$ cat config.mk
export PLATFORM = sky130hd
export DESIGN_NAME = addr_decode_stage_flat
export DESIGN_NICKNAME = d
export VERILOG_FILES = /design/src/hdl/mp_sys_pkg.sv /design/src/hdl/mem_req_if.sv /design/src/hdl/addr_decode_stage.sv /design/src/flat_wrapper.sv
export VERILOG_INCLUDE_DIRS = /design/src /design/src/include
export SDC_FILE = /design/constraint.sdc
export NUM_CORES = 1
export LEC_CHECK = 0
export BUFFER_PORTS_ARGS = -buffer_cell sky130_fd_sc_hd__buf_4
export CORE_ASPECT_RATIO = 1.5
export CORE_MARGIN = 2
export CORE_UTILIZATION = 44
export CTS_CLUSTER_SIZE = 28
export DETAILED_ROUTE_END_ITERATION = 16
export PLACE_DENSITY = 0.83
export SLEW_MARGIN = 30
export SYNTH_ARGS = -nofsm -noshare
export SYNTH_HDL_FRONTEND = slang
export SYNTH_SLANG_ARGS = --single-unit
$ cat constraint.sdc
create_clock -name clk_i -period 1.7 [get_ports clk_i]
set_clock_uncertainty 0.2 [all_clocks]
set_input_delay 0.085 -clock clk_i [delete_from_list [all_inputs] [get_ports clk_i]]
set_output_delay 0.085 -clock clk_i [all_outputs]
set_load 0.005 [all_outputs]
$ cat src/include/mp_sys_cfg.svh
//////////////////////////////////////////////////////////////////////
// System configuration for the memory side of the many-core system
// Widths, L2 banking, memory map and core count
//////////////////////////////////////////////////////////////////////
`ifndef MP_SYS_CFG_SVH
`define MP_SYS_CFG_SVH

// Bus widths
`define MP_ADDR_W      32
`define MP_DATA_W      32
`define MP_STRB_W      4

// L2 is word interleaved over the banks
`define MP_NUM_BANKS   4
`define MP_BANK_WORDS  256
`define MP_L2_SIZE     (`MP_NUM_BANKS * `MP_BANK_WORDS * `MP_STRB_W)

// Memory map
`define MP_L2_BASE     32'h8000_0000
`define MP_CTRL_BASE   32'h4000_0000
`define MP_ROM_BASE    32'hA000_0000
`define MP_PERIPH_WIN  32'h0001_0000  // 64 KiB for ROM and control regs

`define MP_NUM_CORES   8

`endif

$ cat src/hdl/mp_sys_pkg.sv
//////////////////////////////////////////////////////////////////////
// Shared types: address views, target select and boot ROM image
//////////////////////////////////////////////////////////////////////
`include "mp_sys_cfg.svh"

package mp_sys_pkg;

  localparam int unsigned OFFS_W    = $clog2(`MP_STRB_W);
  localparam int unsigned BANK_W    = $clog2(`MP_NUM_BANKS);
  localparam int unsigned WORD_W    = $clog2(`MP_BANK_WORDS);
  localparam int unsigned REG_IDX_W = $clog2(`MP_PERIPH_WIN) - OFFS_W;

  // L2 view: word interleaving puts the bank right above the byte offset
  typedef struct packed {
    logic [`MP_ADDR_W-WORD_W-BANK_W-OFFS_W-1:0] region;
    logic [WORD_W-1:0]                          word;
    logic [BANK_W-1:0]                          bank;
    logic [OFFS_W-1:0]                          offset;
  } l2_view_t;

  typedef struct packed {
    logic [`MP_ADDR_W-REG_IDX_W-OFFS_W-1:0] region;
    logic [REG_IDX_W-1:0]                   idx;     // Word index in the window
    logic [OFFS_W-1:0]                      offset;
  } reg_view_t;

  typedef union packed {
    l2_view_t  l2;
    reg_view_t regs;
  } mp_addr_u;

  typedef enum logic [1:0] {
    TGT_L2,
    TGT_ROM,
    TGT_CTRL,
    TGT_NONE
  } mp_target_e;

  typedef logic [REG_IDX_W-1:0] reg_idx_t;

  // Word indices, byte offsets 0, 4 and 8
  localparam reg_idx_t REG_EOC       = 'd0;
  localparam reg_idx_t REG_WAKE_UP   = 'd1;
  localparam reg_idx_t REG_NUM_CORES = 'd2;

  // Boot loop: jump to L2 base after wfi
  localparam int unsigned ROM_DEPTH = 4;
  localparam logic [`MP_DATA_W-1:0] ROM_WORDS [ROM_DEPTH] = '{
    32'h8000_02b7,  // lui  t0, 0x80000
    32'h1050_0073,  // wfi
    32'h0002_8067,  // jr   t0
    32'h0000_0013   // nop
  };

endpackage : mp_sys_pkg

$ cat src/hdl/mem_req_if.sv
//////////////////////////////////////////////////////////////////////
// Decoded request from the decode stage to the storage stage
//////////////////////////////////////////////////////////////////////
`timescale 1ns/10ps
`include "mp_sys_cfg.svh"

interface mem_req_if
  import mp_sys_pkg::*;
();

  logic                  valid;   // One request per high cycle
  logic                  we;
  mp_addr_u              addr;
  logic [`MP_DATA_W-1:0] wdata;
  logic [`MP_STRB_W-1:0] strb;
  mp_target_e            target;

  modport src (
    output valid, we, addr, wdata, strb, target
  );

  modport dst (
    input  valid, we, addr, wdata, strb, target
  );

endinterface : mem_req_if

$ cat src/hdl/addr_decode_stage.sv
//////////////////////////////////////////////////////////////////////
// Stage 1: address decode against the memory map
// Classifies each request and registers it with its target
//////////////////////////////////////////////////////////////////////
`timescale 1ns/10ps
`include "mp_sys_cfg.svh"

module addr_decode_stage
  import mp_sys_pkg::*;
(
  input  logic                  clk_i,
  input  logic                  arst_n_i,
  input  logic                  req_i,
  input  logic                  we_i,
  input  logic [`MP_ADDR_W-1:0] addr_i,
  input  logic [`MP_DATA_W-1:0] wdata_i,
  input  logic [`MP_STRB_W-1:0] strb_i,
  mem_req_if.src                req_o
);

  mp_target_e target;

  // Wrapping subtraction gives a single compare per window
  function automatic logic in_window(input logic [`MP_ADDR_W-1:0] addr,
                                     input logic [`MP_ADDR_W-1:0] base,
                                     input logic [`MP_ADDR_W-1:0] size);
    logic [`MP_ADDR_W-1:0] rel;
    rel = addr - base;
    return rel < size;
  endfunction

  always_comb begin
    if (in_window(addr_i, `MP_L2_BASE, `MP_L2_SIZE))
      target = TGT_L2;
    else if (in_window(addr_i, `MP_ROM_BASE, `MP_PERIPH_WIN))
      target = TGT_ROM;
    else if (in_window(addr_i, `MP_CTRL_BASE, `MP_PERIPH_WIN))
      target = TGT_CTRL;
    else
      target = TGT_NONE;  // Unmapped, answered with an error
  end

  always_ff @(posedge clk_i or negedge arst_n_i) begin
    if (!arst_n_i) begin
      req_o.valid <= 1'b0;
    end else begin
      req_o.valid <= req_i;
    end
  end

  // Payload only moves with a request
  always_ff @(posedge clk_i) begin
    if (req_i) begin
      req_o.we     <= we_i;
      req_o.addr   <= addr_i;
      req_o.wdata  <= wdata_i;
      req_o.strb   <= strb_i;
      req_o.target <= target;
    end
  end

  a_target_known: assert property (@(posedge clk_i) disable iff (!arst_n_i)
    req_o.valid |-> !$isunknown(req_o.target));

endmodule : addr_decode_stage

$ cat src/flat_wrapper.sv
// flat-port wrapper written by rule: the top's interface ports become plain ports
module addr_decode_stage_flat import mp_sys_pkg::*;
  (clk_i, arst_n_i, req_i, we_i, addr_i, wdata_i, strb_i, req_o_valid, req_o_we, req_o_addr, req_o_wdata, req_o_strb, req_o_target);
  mem_req_if req_o_i ();
  input  logic clk_i;
  input  logic arst_n_i;
  input  logic req_i;
  input  logic we_i;
  input  logic [`MP_ADDR_W-1:0] addr_i;
  input  logic [`MP_DATA_W-1:0] wdata_i;
  input  logic [`MP_STRB_W-1:0] strb_i;
  output wire logic [$bits(req_o_i.valid)-1:0] req_o_valid;
  output wire logic [$bits(req_o_i.we)-1:0] req_o_we;
  output wire logic [$bits(req_o_i.addr)-1:0] req_o_addr;
  output wire logic [$bits(req_o_i.wdata)-1:0] req_o_wdata;
  output wire logic [$bits(req_o_i.strb)-1:0] req_o_strb;
  output wire logic [$bits(req_o_i.target)-1:0] req_o_target;
  assign req_o_valid = req_o_i.valid;
  assign req_o_we = req_o_i.we;
  assign req_o_addr = req_o_i.addr;
  assign req_o_wdata = req_o_i.wdata;
  assign req_o_strb = req_o_i.strb;
  assign req_o_target = req_o_i.target;
  addr_decode_stage u_core (.clk_i(clk_i), .arst_n_i(arst_n_i), .req_i(req_i), .we_i(we_i), .addr_i(addr_i), .wdata_i(wdata_i), .strb_i(strb_i), .req_o(req_o_i));
endmodule
Word-level counts from Yosys, hierarchy flattened --
Index checks and enable logic that the tools add are counted. W data, S select, Z words.
Storage, ports and cells: output and inout port bits 72, latch bits 0, input bits 72, memories 0, bits in writable memories 0, flip-flop bits (word level) 72, logic and storage cells 16, bits in read-only memories 0
Cells by class: divide/modulo/power cells 0, reductions and logical operators 1, equal/unequal tests 0, shift-type cells 0, $add $sub $neg 3, order comparisons 3, bitwise gates (word level) 0, $mul 0, multiplexer cells 2
Operator list (number):
- $lt A32 B17 Y1 const B | 2
- $sub A32 B32 Y32 const B | 2
- $lt A32 B13 Y1 const B | 1
- $sub A32 B31 Y32 const B | 1
- $mux W1 | 2
- $reduce_or A2 Y1 | 1

Logic depth before layout (Yosys ltp) --
word-level depth 4, mapped depth 5, mapped depth without buffers 5

Least setup slack after synthesis --
Ideal clock, no wire load.
kind input -> register, start input addr_i[30], end register u_core.req_o.target[1], data pin, buffers on the path 0, setup time 257 ps, stages on the path 5, arrival time 602 ps, slack 641 ps, cell sequence inv_1 ha_1 xor2_1 and3_1 o21ai_1
Between the ends: cells in the longest elaborated chain, start to end 3
RTL lines:
- start: declaration | RTL line flat_wrapper.sv:9 | input logic [`MP_ADDR_W-1:0] addr_i;
- $sub A32 B32 Y32 | RTL line addr_decode_stage.sv:28 | rel = addr - base;
- $lt A32 B17 Y1 or $lt A32 B13 Y1 (tied branches) | RTL line addr_decode_stage.sv:29 | return rel < size;
- $reduce_or A2 Y1 (no source line) (*)
- end: declaration | RTL line mem_req_if.sv:19 | output valid, we, addr, wdata, strb, target
Every way passes the cells marked *; elsewhere a longest branch is shown, timed or not. A chain may end at the register's enable or synchronous reset.

Final worst setup path --
start input addr_i[16], end register u_core.req_o.target[1], data pin
Same word-level chain as after synthesis.

==> flow_metrics.py <==
metrics = {
    "grt": {
        "grt_pass1_vias": 1975,
        "grt_use_met1": 0.287,
        "busiest_layer": "met2",
        "met3_usage": 0.0736,
        "grt_pass1_wl_um": 11500,
        "overflow": 0,
        "grt_max_degree": 73,
        "antenna_found_initial": 0,
        "track_usage": 0.282,
        "groute.layer.met2.usage": 0.521,
    },
    "synthesis": {
        "yosys.area.top_type": "edfxtp_1",
        "syn_area_mm2": 0.00225,
        "synth-seq-cells": 72,
        "ys_top_cells_by_area": "edfxtp_1, dfrtp_1, nor4_1, and3_1, ha_1",
        "syn_area_per_cell_um2": 25.6,
        "netlist_instances": 88,
        "yosys_warnings": 0,
        "ys_seq_area_frac": 0.957,
        "yosys.cell_types.count": 11,
        "synthesis.nets": 161,
        "synth_top_cell_area_share": 0.946,
    },
    "clocking": {
        "htree_num_levels": 3,
        "root_buffer": "clkbuf_8",
        "cts_buffers": 9,
        "clk_pin_slew_worst_paths_ps": 80,
        "cts_tree": "yes",
        "cts_sinks": 72,
        "clock_path_buffers": 2,
    },
    "die": {
        "core_region_area_mm2": 0.00489,
        "ios": 144,
        "start_util": 0.461,
        "die_y_um": 91.6,
        "die_area_mm2": 0.00572,
        "rows": 31,
        "fp.dieW_um": 62.4,
    },
    "min_path": {
        "hp-class": "in -> reg",
        "min_from": "wdata_i[21]",
    },
    "timing": {
        "slew_headroom": 0.740,
        "setup_viol": 0,
        "hold_viol": 0,
        "finalSetupTns_ps": 0,
        "tightest_slew_ps": 387,
        "post-route-period-util": 0.975,
        "rsz0062_at_grt": "false",
        "period_needed_ps": 1660,
        "maxSlewViolCount": 0,
        "timing.fmax_mhz": 603,
    },
    "setup_path": {
        "end_kind": "register",
        "critical_path.cell_chain": "dlygate4sd3_1 > buf_4 > nor4_1 > and4_1 > o21ai_1",
        "crit_path_start_kind": "input pin",
        "cp_slowest_cell": "dlygate4sd3_1",
        "critPathRequiredTime_ps": 1590,
        "cp_slowest_stage_delay_ps": 560,
        "critPathArrivalTime_ps": 1540,
        "crit_start": "addr_i[16]",
        "worstSetupPathType": "in -> reg",
        "path_delay_family": "buffers and inverters",
        "crit_buf_inv": 2,
        "crit_fanout": 2,
    },
    "finish": {
        "syn2layout_area_growth_pct": 93.3,
        "fin_util": 0.891,
        "fill_cells": 220,
        "seqCellArea_mm2": 0.00216,
        "n_antenna_cell": 0,
        "multiInputGateArea_um2": 88.8,
        "final_area_mm2": 0.00436,
        "drive_above_1_share": 0.500,
        "nets": 388,
    },
    "placement": {
        "place.gp.congestion": 0.703,
        "numPortBuffers": 143,
        "dp_hpwl_um": 3950,
        "place_area_mm2": 0.00343,
    },
    "pwr": {
        "seq_power_share": 0.525,
        "combPwrFrac": 0.139,
        "leakage_nw": 1.85,
        "netSwitchingFraction": 0.213,
        "p_int_mw": 3.23,
        "cellPowerDensity_mw_per_mm2": 941,
        "net-switching-power_uw": 871,
        "pwr-share-clk": 0.336,
        "power_mw": 4.10,
        "vdd_ir_drop_max_mv": 0.862,
    },
    "routing": {
        "initialDrtViolationCount": 102,
        "drc_errors": 0,
        "drtPass1Iterations": 6,
        "wl_per_cell_um": 20.0,
        "routed_wl_um": 7700,
        "via_per_inst": 4.69,
        "detail-route-antenna-nets": 0,
        "vias": 1809,
    },
    "run": {
        "maxCapViolations": 0,
    },
    "run_status": {
        "status": "complete, no violations",
    },
}
## state kept, by name (all words and copies together), names as in the netlist
name,count
u_core.req_o.addr,32
u_core.req_o.strb,4
u_core.req_o.target,2
u_core.req_o.valid,1
u_core.req_o.wdata,32
u_core.req_o.we,1
## area by class of cell
class,instances,area share
sequential,72,0.495
timing repair buffer,216,0.416
clock buffer,11,0.0348
multi-input combinational,14,0.0204
tap,66,0.0190
clock inverter,5,0.0126
inverter,2,0.00172
## placed cells by master (no fill, tap or decap), types with 3 or more instances in the layout
master	netlist	final
buf_4	0	143
clkbuf_8	0	11
dlygate4sd3_1	0	72
edfxtp_1	71	71
nor4_1	3	3
## power by group through the flow
| stage | sequential (mW) | combinational (mW) | clock [mW] |
|---|---|---|---|
| 2_1_floorplan | 2.20 | 0.00822 | 0 |
| 3_3_place_gp | 2.17 | 0.401 | 0 |
| 3_5_place_dp | 2.18 | 0.413 | 0 |
| 4_1_cts | 2.14 | 0.549 | 1.38 |
| 5_1_grt | 2.16 | 0.599 | 1.47 |
| 6_report | 2.15 | 0.571 | 1.38 |
## per-layer routing
metal  vias up  wire [um]  share of wire
met3        22        411          0.053
met4         0        297          0.039
met2        85       4480           0.58
li1        806          -              -
met1       896       2510           0.33
met5         -          0              0
## path summary, 6_finish.rpt
path	end	slack, ps	cells after the start
max in group asynchronous	u_core.req_o.valid	780	3
worst min-delay path	u_core.req_o.wdata[21]	260	2
min in group asynchronous	u_core.req_o.valid	410	3
worst max-delay path	u_core.req_o.target[1]	40	5
## synthesized netlist by cell type
library cell,instances
and3_1,2
and4_1,1
dfrtp_1,1
edfxtp_1,71
ha_1,1
inv_1,2
nor2_1,2
nor3_1,2
nor4_1,3
o21ai_1,2
xor2_1,1
## timing repair
item,CTS,global route
endpoints found under the setup margin,0,0
setup buffers,0,0
gates resized for setup,0,0
hold buffers,72,0
hold endpoints to repair,73,0
## cell families after synthesis
logic type,after synthesis,synth area share
XOR/XNOR,1,0.00389
buffers and inverters,2,0.00333
AO/OA/AOI/OAI,2,0.00444
flip-flops,72,0.957
adder cells (fa/ha/maj),1,0.00555
AND/OR/NAND/NOR,10,0.0255
## through the flow
stage	hold WS [ps]	worst slack, ps	instances
finish	260	42.8	386
global route	252	3.49	386
CTS	252	176	386
detailed placement	-338	377	298
global placement	-339	393	298
floorplan	-411	641	88
Power figures use the tool's default switching activity.
