`config.mk`:
```
export PLATFORM = sky130hd
export DESIGN_NAME = resp_merge_stage
export DESIGN_NICKNAME = d
export VERILOG_FILES = /design/src/hdl/mp_sys_pkg.sv /design/src/hdl/resp_merge_stage.sv
export VERILOG_INCLUDE_DIRS = /design/src /design/src/include
export SDC_FILE = /design/constraint.sdc
export NUM_CORES = 1
export LEC_CHECK = 0
export BUFFER_PORTS_ARGS = -buffer_cell sky130_fd_sc_hd__buf_2
export CAP_MARGIN = 20
export CELL_PAD_IN_SITES_DETAIL_PLACEMENT = 1
export CELL_PAD_IN_SITES_GLOBAL_PLACEMENT = 1
export CORE_MARGIN = 10
export CORE_UTILIZATION = 39
export CTS_CLUSTER_SIZE = 30
export DETAILED_ROUTE_END_ITERATION = 7
export PLACE_DENSITY_LB_ADDON = 0.1
export SLEW_MARGIN = 20
export SYNTH_ARGS = -nofsm -noshare
export SYNTH_HDL_FRONTEND = slang
export SYNTH_SLANG_ARGS = --single-unit
```
`constraint.sdc`:
```
create_clock -name clk_i -period 0.8 [get_ports clk_i]
set_input_delay 0.04 -clock clk_i [delete_from_list [all_inputs] [get_ports clk_i]]
set_output_delay 0.04 -clock clk_i [all_outputs]
set_load 0.01 [all_outputs]
```
`src/include/mp_sys_cfg.svh`:
```
//////////////////////////////////////////////////////////////////////
// System configuration for the memory side of the many-core system
// Widths, L2 banking, memory map and core count
//////////////////////////////////////////////////////////////////////
`ifndef MP_SYS_CFG_SVH
`define MP_SYS_CFG_SVH

// Bus widths
`define MP_ADDR_W      32
`define MP_DATA_W      32
`define MP_STRB_W      4

// L2 is word interleaved over the banks
`define MP_NUM_BANKS   4
`define MP_BANK_WORDS  256
`define MP_L2_SIZE     (`MP_NUM_BANKS * `MP_BANK_WORDS * `MP_STRB_W)

// Memory map
`define MP_L2_BASE     32'h8000_0000
`define MP_CTRL_BASE   32'h4000_0000
`define MP_ROM_BASE    32'hA000_0000
`define MP_PERIPH_WIN  32'h0001_0000  // 64 KiB for ROM and control regs

`define MP_NUM_CORES   8

`endif

```
`src/hdl/mp_sys_pkg.sv`:
```
//////////////////////////////////////////////////////////////////////
// Shared types: address views, target select and boot ROM image
//////////////////////////////////////////////////////////////////////
`include "mp_sys_cfg.svh"

package mp_sys_pkg;

  localparam int unsigned OFFS_W    = $clog2(`MP_STRB_W);
  localparam int unsigned BANK_W    = $clog2(`MP_NUM_BANKS);
  localparam int unsigned WORD_W    = $clog2(`MP_BANK_WORDS);
  localparam int unsigned REG_IDX_W = $clog2(`MP_PERIPH_WIN) - OFFS_W;

  // L2 view: word interleaving puts the bank right above the byte offset
  typedef struct packed {
    logic [`MP_ADDR_W-WORD_W-BANK_W-OFFS_W-1:0] region;
    logic [WORD_W-1:0]                          word;
    logic [BANK_W-1:0]                          bank;
    logic [OFFS_W-1:0]                          offset;
  } l2_view_t;

  typedef struct packed {
    logic [`MP_ADDR_W-REG_IDX_W-OFFS_W-1:0] region;
    logic [REG_IDX_W-1:0]                   idx;     // Word index in the window
    logic [OFFS_W-1:0]                      offset;
  } reg_view_t;

  typedef union packed {
    l2_view_t  l2;
    reg_view_t regs;
  } mp_addr_u;

  typedef enum logic [1:0] {
    TGT_L2,
    TGT_ROM,
    TGT_CTRL,
    TGT_NONE
  } mp_target_e;

  typedef logic [REG_IDX_W-1:0] reg_idx_t;

  // Word indices, byte offsets 0, 4 and 8
  localparam reg_idx_t REG_EOC       = 'd0;
  localparam reg_idx_t REG_WAKE_UP   = 'd1;
  localparam reg_idx_t REG_NUM_CORES = 'd2;

  // Boot loop: jump to L2 base after wfi
  localparam int unsigned ROM_DEPTH = 4;
  localparam logic [`MP_DATA_W-1:0] ROM_WORDS [ROM_DEPTH] = '{
    32'h8000_02b7,  // lui  t0, 0x80000
    32'h1050_0073,  // wfi
    32'h0002_8067,  // jr   t0
    32'h0000_0013   // nop
  };

endpackage : mp_sys_pkg

```
`src/hdl/resp_merge_stage.sv`:
```
//////////////////////////////////////////////////////////////////////
// Stage 3: response select, error rule and output registers
//////////////////////////////////////////////////////////////////////
`timescale 1ns/10ps
`include "mp_sys_cfg.svh"

module resp_merge_stage
  import mp_sys_pkg::*;
(
  input  logic                  clk_i,
  input  logic                  arst_n_i,
  input  logic [`MP_DATA_W-1:0] l2_rdata_i,
  input  logic [`MP_DATA_W-1:0] periph_rdata_i,
  input  logic                  valid_i,
  input  logic                  we_i,
  input  mp_target_e            target_i,
  output logic                  rvalid_o,
  output logic                  err_o,
  output logic [`MP_DATA_W-1:0] rdata_o
);

  logic                  err;
  logic [`MP_DATA_W-1:0] sel_data;

  // Unmapped access or a write into the ROM
  assign err      = (target_i == TGT_NONE) || ((target_i == TGT_ROM) && we_i);
  assign sel_data = (target_i == TGT_L2) ? l2_rdata_i : periph_rdata_i;

  always_ff @(posedge clk_i or negedge arst_n_i) begin
    if (!arst_n_i) begin
      rvalid_o <= 1'b0;
      err_o    <= 1'b0;
    end else begin
      rvalid_o <= valid_i;
      err_o    <= valid_i && err;
    end
  end

  always_ff @(posedge clk_i) begin
    if (valid_i)
      rdata_o <= (we_i || err) ? '0 : sel_data;  // Writes and errors return zero
  end

  a_err_with_rvalid: assert property (@(posedge clk_i) disable iff (!arst_n_i)
    err_o |-> rvalid_o);

endmodule : resp_merge_stage

```
**After elaboration in Yosys (flattened, before gate mapping)**

Cells that the tools add are included.

- Reduce and logical (&&, ||, !) cells: 5
- Mux-type cells: 1
- Equal/unequal tests: 2

Operators with widths:

| kind | number |
|---|---|
| 2-to-1 mux 32 bit | 1 |
| equality test 2 x 1 -> 1 bit, second input constant | 1 |
| equality test 2 bit, second input constant | 1 |
| logical AND 1 bit | 2 |
| zero test 2 bit | 1 |
| logical OR 1 bit | 2 |

- Register bits after elaboration: 34
- Output and inout bits: 34
- Word-level logic and storage cells: 11

**Longest topological paths before layout**

Gate-level depths: netlist (run 1).

- Word-level depth: 4
- Gate-level depth with buffers: 4

**Worst setup path before layout (run 1)**

OpenSTA, ideal clock, no wires.

- Kind: input -> register
- Start: in we_i
- End: reg rdata_o[24] (data pin)
- Setup time: 0.284 ns
- Stages: 3
- Buffers on the path: 2
- Slack: -0.138 ns
- Arrival: 0.654 ns
- Cell sequence: clkbuf_2 -> clkbuf_1 -> a211oi_1

- Cells in the longest elaborated chain, start to end: 3

Ends and longest elaborated chain:

| what | RTL line | text |
|---|---|---|
| start, declared | resp_merge_stage.sv:15 | `input logic we_i,` |
| logical AND 1 bit | resp_merge_stage.sv:26 | `assign err = (target_i == TGT_NONE) \|\| ((target_i == TGT_ROM) && we_i);` |
| logical OR 1 bit | resp_merge_stage.sv:26 |  |
| logical OR 1 bit * | resp_merge_stage.sv:41 | `rdata_o <= (we_i \|\| err) ? '0 : sel_data;` |
| end signal, assigned | resp_merge_stage.sv:41 |  |
| end, declared | resp_merge_stage.sv:19 | `` output logic [`MP_DATA_W-1:0] rdata_o `` |

Mark *: on every way between the ends. The rest lies on a longest branch, timed or not.
A chain may end at the register's enable or synchronous reset.

**Worst setup path in the final report (run 1)**

- Start: reg rdata_o[0]
- End: out rdata_o[0]

No word-level cell between the ends.

==> results of run 1 <==
[cell type report]
type	instances	share of cell area
clock inverters	2	0.00271
clock buffers	6	0.0225
repair buffers	126	0.266
multi-input cells	129	0.366
flip-flops and latches	34	0.313
well taps	75	0.0291
[metal layers]
layer  up-vias  track usage  share of wire
met5         -            0              0
met4         0       0.0336         0.0045
met3         2       0.0441          0.058
met2        61        0.241           0.53
met1       941        0.149           0.41
li1        918            -              -
[worst min-delay path by stage]
stage	startpoint	end	depth (start not counted)
after floorplan	arst_n_i	err_o	0
after global placement	arst_n_i	rvalid_o	1
after detailed placement	arst_n_i	err_o	1
after CTS	arst_n_i	err_o	2
after global routing	valid_i	rdata_o[8]	1
final	arst_n_i	rvalid_o	2
[what timing repair did]
| action | 4_1_cts | 5_1_grt |
|---|---|---|
| setup buffers | 0 | 0 |
| hold buffers | 1 | 0 |
| gates cloned | 0 | 2 |
| gates resized for setup | 0 | 5 |
| hold endpoints to repair | 2 | 0 |
| setup endpoints to repair | 34 | 49 |
[Yosys cell counts]
cell      instances
nand2b_1         32
buf_2             9
nor2b_1          32
buf_12            3
edfxtp_1         32
dfrtp_1           2
a211oi_2         58
a211oi_1          6
clkbuf_4          2
o211a_1           1
clkbuf_1          5
buf_6             1
clkbuf_2          1
[sequential cells by signal, summed over array words and instances (netlist names)]
| signal | count |
|---|---|
| rdata_o | 32 |
| err_o | 1 |
| rvalid_o | 1 |
[report_power, final]
part           internal [mW]  total (mW)  switching [mW]
combinational          0.612        1.24           0.630
sequential              2.12        2.16          0.0432
clock                  0.599        1.25           0.655
total                   3.33        4.66            1.33
[cell families after synthesis]
kind of cell           Yosys count
AO/OA/AOI/OAI                   65
AND/OR/NAND/NOR                 64
flip-flops                      34
buffers and inverters           21
[stage by stage]
step | area (sq um) | hold slack, ps | total power, mW | utilization | worst slack [ps]
after floorplan | 2390 | -256 | 2.87 | - | -21.8
after global placement | 3070 | -175 | 3.38 | 0.521 | -249
after detailed placement | 3070 | -174 | 3.41 | 0.521 | -302
after CTS | 3160 | 50.4 | 4.69 | 0.537 | -109
after global routing | 3230 | 60.2 | 4.88 | 0.548 | -118
final | 3230 | 66.0 | 4.66 | 0.548 | -89.8
==> metrics.md, run 1 <==
| Metric | Value |
|---|---|
| Largest net degree at the start of global routing | 43 |
| Crit path time final | 890 ps |
| DRC | 0 |
| Mapped Cells | 184 |
| Most frequent cells in the layout | 99 x buf_2, 58 x a211oi_2, 32 x nand2b_1, 32 x nor2b_1, 32 x edfxtp_1 |
| Post-DP HPWL | 5120 um |
| Register area | 1010 sq um |
| Dpl cells | 361 |
| Synth area leaders | edfxtp_1 41%, a211oi_2 31%, nand2b_1 8.5% |
| Mux contribution to synthesized area | 0 |
| Largest family of logic cells by synthesized area | compound AO/OA/AOI/OAI gates |
| Worst vdd ir | 0.000599 V |
| Detailed-route via count | 1922 |
| PwrDens | 1440 nW/um^2 |
| Final worst slack | -89.8 ps |
| Clock-pin slew on the worst setup and hold paths | 80 ps |
| Initial drt markers | 33 |
| Via density | 5.17 |
| Grt ovf | 0 |
| Drt pass-1 iters | 4 |
| Xor and xnor area share after synthesis | 0 |
| Die height | 97.6 um |
| Worst setup path endpoint | rdata_o[0] |
| Startpoint Class | flop |
| Fillers | 667 |
| Clock sinks | 34 |
| Adder-Cell Fraction of Synth Area | 0 |
| CP Capture Type | output pin |
| Actual slew at the worst max-slew pin | 259 ps |
| Post-synthesis cell type count | 13 |
| Worst path top cell family by delay | flip-flops |
| Period utilization | 1.11 |
| Core Region | 5890 sq um |
| Most common cell after layout, fill and taps aside | buf_2 |
| Synth top area share | 0.409 |
| DRT antenna net count | 0 |
| IO Pins | 104 |
| Max-slew violation count | 0 |
| Final #Nets | 366 |
| Die footprint | 9520 sq um |
| Max FO, Critical Path | 1 |
| Buf+Inv Stages, Crit Path | 1 |
| Starting density of the core | 0.399 |
| Synth Area in Simple Gates | 0.171 |
| Crit-path slowest cell | edfxtp_1 |
| Ant. Diodes | 0 |
| Total CTS buffers | 5 |
| Final setup violation count | 34 |
| Crit-path cells | buf_6 |
| Die W | 97.6 um |
| Clock Tree Root | clkbuf_8 |
| Syn nets | 254 |
| Syn Std Cell Area | 2350 sq um |
| Crit-path max cell delay | 420 ps |
| Mapped Avg Cell Area | 12.8 sq um |
| Synth Area in Compound Gates | 0.333 |
| WP depth | 1 |
| Final setup TNS | -1340 ps |
| Multi-input gate area | 1180 sq um |
| Peak Freq | 1.12 GHz |
| Number of hold violations in the final report | 0 |
| Kind of critical path | reg2out |
| Share of cells above drive strength 1 | 0.636 |
| RSZ-0062 raised after global routing | true |
| Gpl congestion | 0.683 |
| Failing checks | negative setup slack |
| Register area share after synthesis | 0.431 |
| Rows | 28 |
| CTS tree | done |
| Clock H-tree levels | 2 |
| Post-Route WL | 7040 um |
| CP Data Arrival Time | 850 ps |
| Cell taking the most area after synthesis | edfxtp_1 |
| Leakage | 1.24 nW |
| PortBufs | 103 |
| Status | finished with violations |
| WL/cell | 18.9 um |
| GRT Overall Usage | 0.134 |
| Crit. Startpoint | rdata_o[0] |
| Antenna violations before repair | 0 |
| Post-synthesis register bit count | 34 |
| Max-Cap Viols | 0 |
| Hold WC Path Type | in2async |
| First-pass GRT wire length | 10600 um |
| Vias in the first global route | 2103 |
| WP data required | 760 ps |
| Max clock buf depth | 2 |
| Area growth, synth to finish | 37.5% |
| Post-route insts no fill | 372 |
| Yosys warns | 0 |
| Max_slew headroom | 0.826 |
Note: power is estimated with default switching activity, not from simulation.
==> inputs of run 2 (changes only) <==
RECOVER_POWER = 25   (was default)
==> run 2 against run 1 <==
  * The run still ends with negative setup slack left
  * Highest routed layer unchanged
  * First-iteration DRC count increased by 15%
  * Largest power group unchanged
  * Die area unchanged
  * Critical path type unchanged
  * Sequential share of layout area increased by 0.31 points
  * Critical endpoint unchanged
==> metrics.md, run 2 (synthesis results as in run 1) <==
| Metric | Value |
|---|---|
| Status | finished with violations |
| Failing checks | negative setup slack |
| CTS tree | done |
| Worst path top cell family by delay | flip-flops |
| DRC | 0 (unchanged) |
| Share of cells above drive strength 1 | 0.633 (-0.00337) |
| Flop pwr share | 0.467 (+0.003) |
| Largest net degree at the start of global routing | 43 (unchanged) |
| Peak Freq | 1.13 GHz (+0.13%) |
| PwrDens | 1450 nW/um^2 (+0.42%) |
| Most frequent cells in the layout | 98 x buf_2, 58 x a211oi_2, 32 x nand2b_1, 32 x nor2b_1, 32 x edfxtp_1 |
| Max FO, Critical Path | 1 (unchanged) |
| Die footprint | 9520 sq um (unchanged) |
| Final #Nets | 366 (unchanged) |
| CP Data Arrival Time | 850 ps (about the same) |
| Leakage | 1.23 nW (-1.1%) |
| Buf+Inv Stages, Crit Path | 1 (unchanged) |
| Post-route insts no fill | 372 (unchanged) |
| Most common cell after layout, fill and taps aside | buf_2 |
| RSZ-0062 raised after global routing | true |
| Grt ovf | 0 (unchanged) |
| Postcts setup bufs | 0 (unchanged) |
| Top reg by flops | rdata_o |
| Clk network pwr share | 0.269 (about the same) |
| Period utilization | 1.11 (-0.00139) |
| Dpl cells | 361 (unchanged) |
| CP Capture Type | output pin |
| Switching Share | 0.285 (-0.000518) |
| Vias in the first global route | 2103 (unchanged) |
| Post-DP HPWL | 5120 um (unchanged) |
| Starting density of the core | 0.399 (unchanged) |
| Clock Tree Root | clkbuf_8 |
| PortBufs | 103 (unchanged) |
| WL/cell | 18.9 um (-0.26%) |
| Final setup violation count | 34 (unchanged) |
| Antenna violations before repair | 0 (unchanged) |
| Worst vdd ir | 0.000598 V (-0.12%) |
| Crit-path slowest cell | edfxtp_1 |
| Post-Route WL | 7020 um (-0.26%) |
| Max-slew violation count | 0 (unchanged) |
| Clock H-tree levels | 2 (unchanged) |
| Top Registers | rdata_o (32), err_o (1), rvalid_o (1) |
| Max_slew headroom | 0.633 (-0.193) |
| Crit path time final | 889 ps (-1.11 ps) |
| Detailed-route via count | 1909 (-0.68%) |
| Clock-pin slew on the worst setup and hold paths | 70 ps (about the same) |
| Area growth, synth to finish | 36.1% |
| Via density | 5.13 (-0.68%) |
| Total CTS buffers | 5 (unchanged) |
| Gpl congestion | 0.683 (unchanged) |
| Max clock buf depth | 2 (unchanged) |
| Placed Area | 3070 sq um (unchanged) |
| Kind of critical path | reg2out |
| Largest register FFs | 32 (unchanged) |
| DRT antenna net count | 0 (unchanged) |
| Crit-path max cell delay | 420 ps (about the same) |
| Clock sinks | 34 (unchanged) |
| First-pass GRT wire length | 10600 um (unchanged) |
| Die W | 97.6 um (unchanged) |
| Core Region | 5890 sq um (unchanged) |
| Number of hold violations in the final report | 0 (unchanged) |
| GRT Overall Usage | 0.134 (unchanged) |
| Total power | 4.63 mW (-0.55%) |
| Actual slew at the worst max-slew pin | 551 ps (+291 ps) |
| Crit-path cells | buf_6 |
| Design Area, Final | 3200 sq um (-0.97%) |
| Pint | 3.31 mW (-0.48%) |
| WP data required | 760 ps (about the same) |
| Startpoint Class | flop |
| Switching power | 1.32 mW (-0.73%) |
| Max-Cap Viols | 0 (unchanged) |
| Die height | 97.6 um (unchanged) |
| Hold WC Path Type | in2reg |
| Initial drt markers | 38 (+15%) |
| Drt pass-1 iters | 3 (-1) |
| Rows | 28 (unchanged) |
| Gate power share | 0.264 (-0.003) |
| IO Pins | 104 (unchanged) |
| Final worst slack | -88.7 ps (+1.11 ps) |
| Hold slack | 0.892 ps (-65.1 ps) |
| Ant. Diodes | 0 (unchanged) |
==> run 2: repair_timing <==
| item | CTS | global route |
|---|---|---|
| hold buffers | 1 | 0 |
| hold endpoints to repair | 2 | 0 |
| resized for setup | 0 | 5 |
| endpoints found under the setup margin | 34 | 49 |
| cloned | 0 | 2 |
==> run 2: power by group through the flow <==
stage,clock network [mW],registers (mW),logic (mW)
2_1_floorplan,0,2.28,0.584
5_1_grt,1.36,2.17,1.33
6_report,1.25,2.16,1.22
4_1_cts,1.31,2.16,1.21
3_3_place_gp,0,2.20,1.18
3_5_place_dp,0,2.20,1.21
==> run 2: worst paths after layout <==
path                             from          to  cells after the start
worst max-delay path       rdata_o[0]  rdata_o[0]                      1
worst min-delay path          valid_i  rdata_o[8]                      1
max in group asynchronous    arst_n_i       err_o                      2
min in group asynchronous    arst_n_i    rvalid_o                      2
==> run 2: per-layer routing <==
layer  routed length, um  global-route usage
met2                3750               0.241
met5                   0                   0
met1                2850               0.149
met3                 392              0.0441
met4                  32              0.0336
==> run 2: stage by stage <==
stage,setup TNS [ps],utilization,worst slack [ps]
after floorplan,-314,-,-21.8
after global placement,-7340,0.521,-249
after detailed placement,-8320,0.521,-302
after CTS,-1990,0.537,-109
after global routing,-2480,0.543,-118
final,-1320,0.543,-88.7
==> run 2: layout make-up <==
type | instances | area (sq um)
clock buffer | 6 | 72.6
fill | 672 | 2690
tap | 75 | 93.8
sequential | 34 | 1010
clock inverter | 2 | 8.76
multi-input combinational | 129 | 1180
timing repair buffer | 126 | 828
==> inputs of run 3 (changes only) <==
RECOVER_POWER = 100   (was 25)
==> run 3 against run 2 <==
  * The flow finishes with violations (negative hold slack, negative setup slack)
  * Non-clock buffer count stayed put
  * Sequential power about the same
  * Clock power is essentially flat
  * Wire length increased by 0.43%
  * Largest cell class unchanged
  * Largest power group unchanged
  * Highest routed layer unchanged
==> metrics.md, run 3 (synthesis results as in run 1) <==
| Metric | Value |
|---|---|
| Status | finished with violations |
| Failing checks | negative hold slack, negative setup slack |
| Clock Tree Root | clkbuf_8 |
| IO Pins | 104 (unchanged) |
| Area growth, synth to finish | 32.5% |
| Grt ovf | 0 (unchanged) |
| Leakage | 1.21 nW (-1.7%) |
| Most common cell after layout, fill and taps aside | buf_2 |
| First-pass GRT wire length | 10600 um (unchanged) |
| Actual slew at the worst max-slew pin | 548 ps (-2.76 ps) |
| Clock sinks | 34 (unchanged) |
| WP data required | 760 ps (about the same) |
| Detailed-route via count | 1940 (+1.6%) |
| Total CTS buffers | 5 (unchanged) |
| Top Registers | rdata_o (32), err_o (1), rvalid_o (1) |
| Dpl cells | 361 (unchanged) |
| Final setup violation count | 34 (unchanged) |
| GRT Overall Usage | 0.134 (unchanged) |
| Gpl congestion | 0.683 (unchanged) |
| Buf+Inv Stages, Crit Path | 1 (unchanged) |
| Crit path time final | 902 ps (+13.3 ps) |
| Cell count of the worst hold path | 1 (unchanged) |
| Post-DP HPWL | 5120 um (unchanged) |
| RSZ-0062 raised after global routing | true |
| WL/cell | 18.9 um (+0.43%) |
| Max-Cap Viols | 0 (unchanged) |
| Startpoint Class | flop |
| Min-Delay Startpoint | valid_i |
| DRC | 0 (unchanged) |
| Max-slew violation count | 0 (unchanged) |
| Crit-path slowest cell | edfxtp_1 |
| Ant. Diodes | 0 (unchanged) |
| Placed Area | 3070 sq um (unchanged) |
| Max clock buf depth | 2 (unchanged) |
| Final #Nets | 366 (unchanged) |
| Design Area, Final | 3110 sq um (-2.7%) |
| PwrDens | 1480 nW/um^2 (+2.1%) |
| Total power | 4.60 mW (-0.69%) |
| Die height | 97.6 um (unchanged) |
| Kind of critical path | reg2out |
| Largest register FFs | 32 (unchanged) |
| Number of hold violations in the final report | 1 (+1) |
| CTS tree | done |
| Final Core Density | 0.528 (-0.0147) |
| DRT antenna net count | 0 (unchanged) |
| Initial drt markers | 37 (-2.6%) |
| Rows | 28 (unchanged) |
| Max FO, Critical Path | 1 (unchanged) |
| Hold slack | -4.39 ps (-5.28 ps) |
| Top reg by flops | rdata_o |
| Largest net degree at the start of global routing | 43 (unchanged) |
| CP Capture Type | output pin |
| Clock-pin slew on the worst setup and hold paths | 70 ps (about the same) |
| Most frequent cells in the layout | 98 x buf_2, 45 x a211oi_2, 32 x nand2b_1, 32 x nor2b_1, 32 x edfxtp_1 |
| CP Data Arrival Time | 860 ps (about the same) |
| Postcts setup bufs | 0 (unchanged) |
| Max_slew headroom | 0.635 (+0.00184) |
| Hold WC Path Type | in2reg |
| Via density | 5.22 (+1.6%) |
| Post-route insts no fill | 372 (unchanged) |
| Core Region | 5890 sq um (unchanged) |
| Final worst slack | -102 ps (-13.3 ps) |
| Share of cells above drive strength 1 | 0.589 (-0.0438) |
| Starting density of the core | 0.399 (unchanged) |
| Die W | 97.6 um (unchanged) |
| Antenna violations before repair | 0 (unchanged) |
| Crit-path max cell delay | 430 ps (about the same) |
| Hold Path End | rdata_o[8] |
| Post-Route WL | 7050 um (+0.43%) |
| Crit-path cells | buf_6 |
| Peak Freq | 1.11 GHz (-1.5%) |
| Worst path top cell family by delay | flip-flops |
| Clock H-tree levels | 2 (unchanged) |
| Die footprint | 9520 sq um (unchanged) |
| Vias in the first global route | 2103 (unchanged) |
| Worst vdd ir | 0.000607 V (+1.3%) |
| Drt pass-1 iters | 4 (+1) |
| Period utilization | 1.13 (+0.0167) |
| PortBufs | 103 (unchanged) |
-- run 3: stage by stage --
step | TNS, ps | setup slack [ps]
after global routing | -2700 | -118
after CTS | -1990 | -109
after global placement | -7340 | -249
after detailed placement | -8320 | -302
after floorplan | -314 | -21.8
final | -1490 | -102
-- run 3: worst max-delay path by stage --
| stage | from | end | slack [ps] | cells past startpoint |
|---|---|---|---|---|
| 3_5_place_dp | target_i[0] | rdata_o[0] | -300 | 5 |
| 5_1_grt | rdata_o[0] | rdata_o[0] | -120 | 1 |
| 4_1_cts | rdata_o[0] | rdata_o[0] | -110 | 1 |
| 6_report | rdata_o[0] | rdata_o[0] | -100 | 1 |
| 2_1_floorplan | target_i[1] | rdata_o[10] | -20 | 4 |
| 3_3_place_gp | target_i[0] | rdata_o[15] | -250 | 5 |
-- run 3: area by class of cell --
type	instances	area, sq um
fill	686	2780
clock buffer	6	72.6
timing repair buffer	126	807
tap	75	93.8
multi-input combinational	129	1120
sequential	34	1010
clock inverter	2	8.76
-- run 3: report_power, final --
part | switching (mW) | internal [mW]
sequential | 0.0435 | 2.12
clock | 0.666 | 0.599
combinational | 0.604 | 0.568
-- run 3: repair_timing --
item,4_1_cts,5_1_grt
endpoints found under the hold margin,2,0
setup endpoints to repair,34,49
hold buffers,1,0
cloned,0,2
resized for setup,0,5
-- run 3: layer usage --
layer  track usage  routed length [um]
met5             0                   0
met4        0.0336                  54
met3        0.0441                 395
met2         0.241                3680
met1         0.149                2920
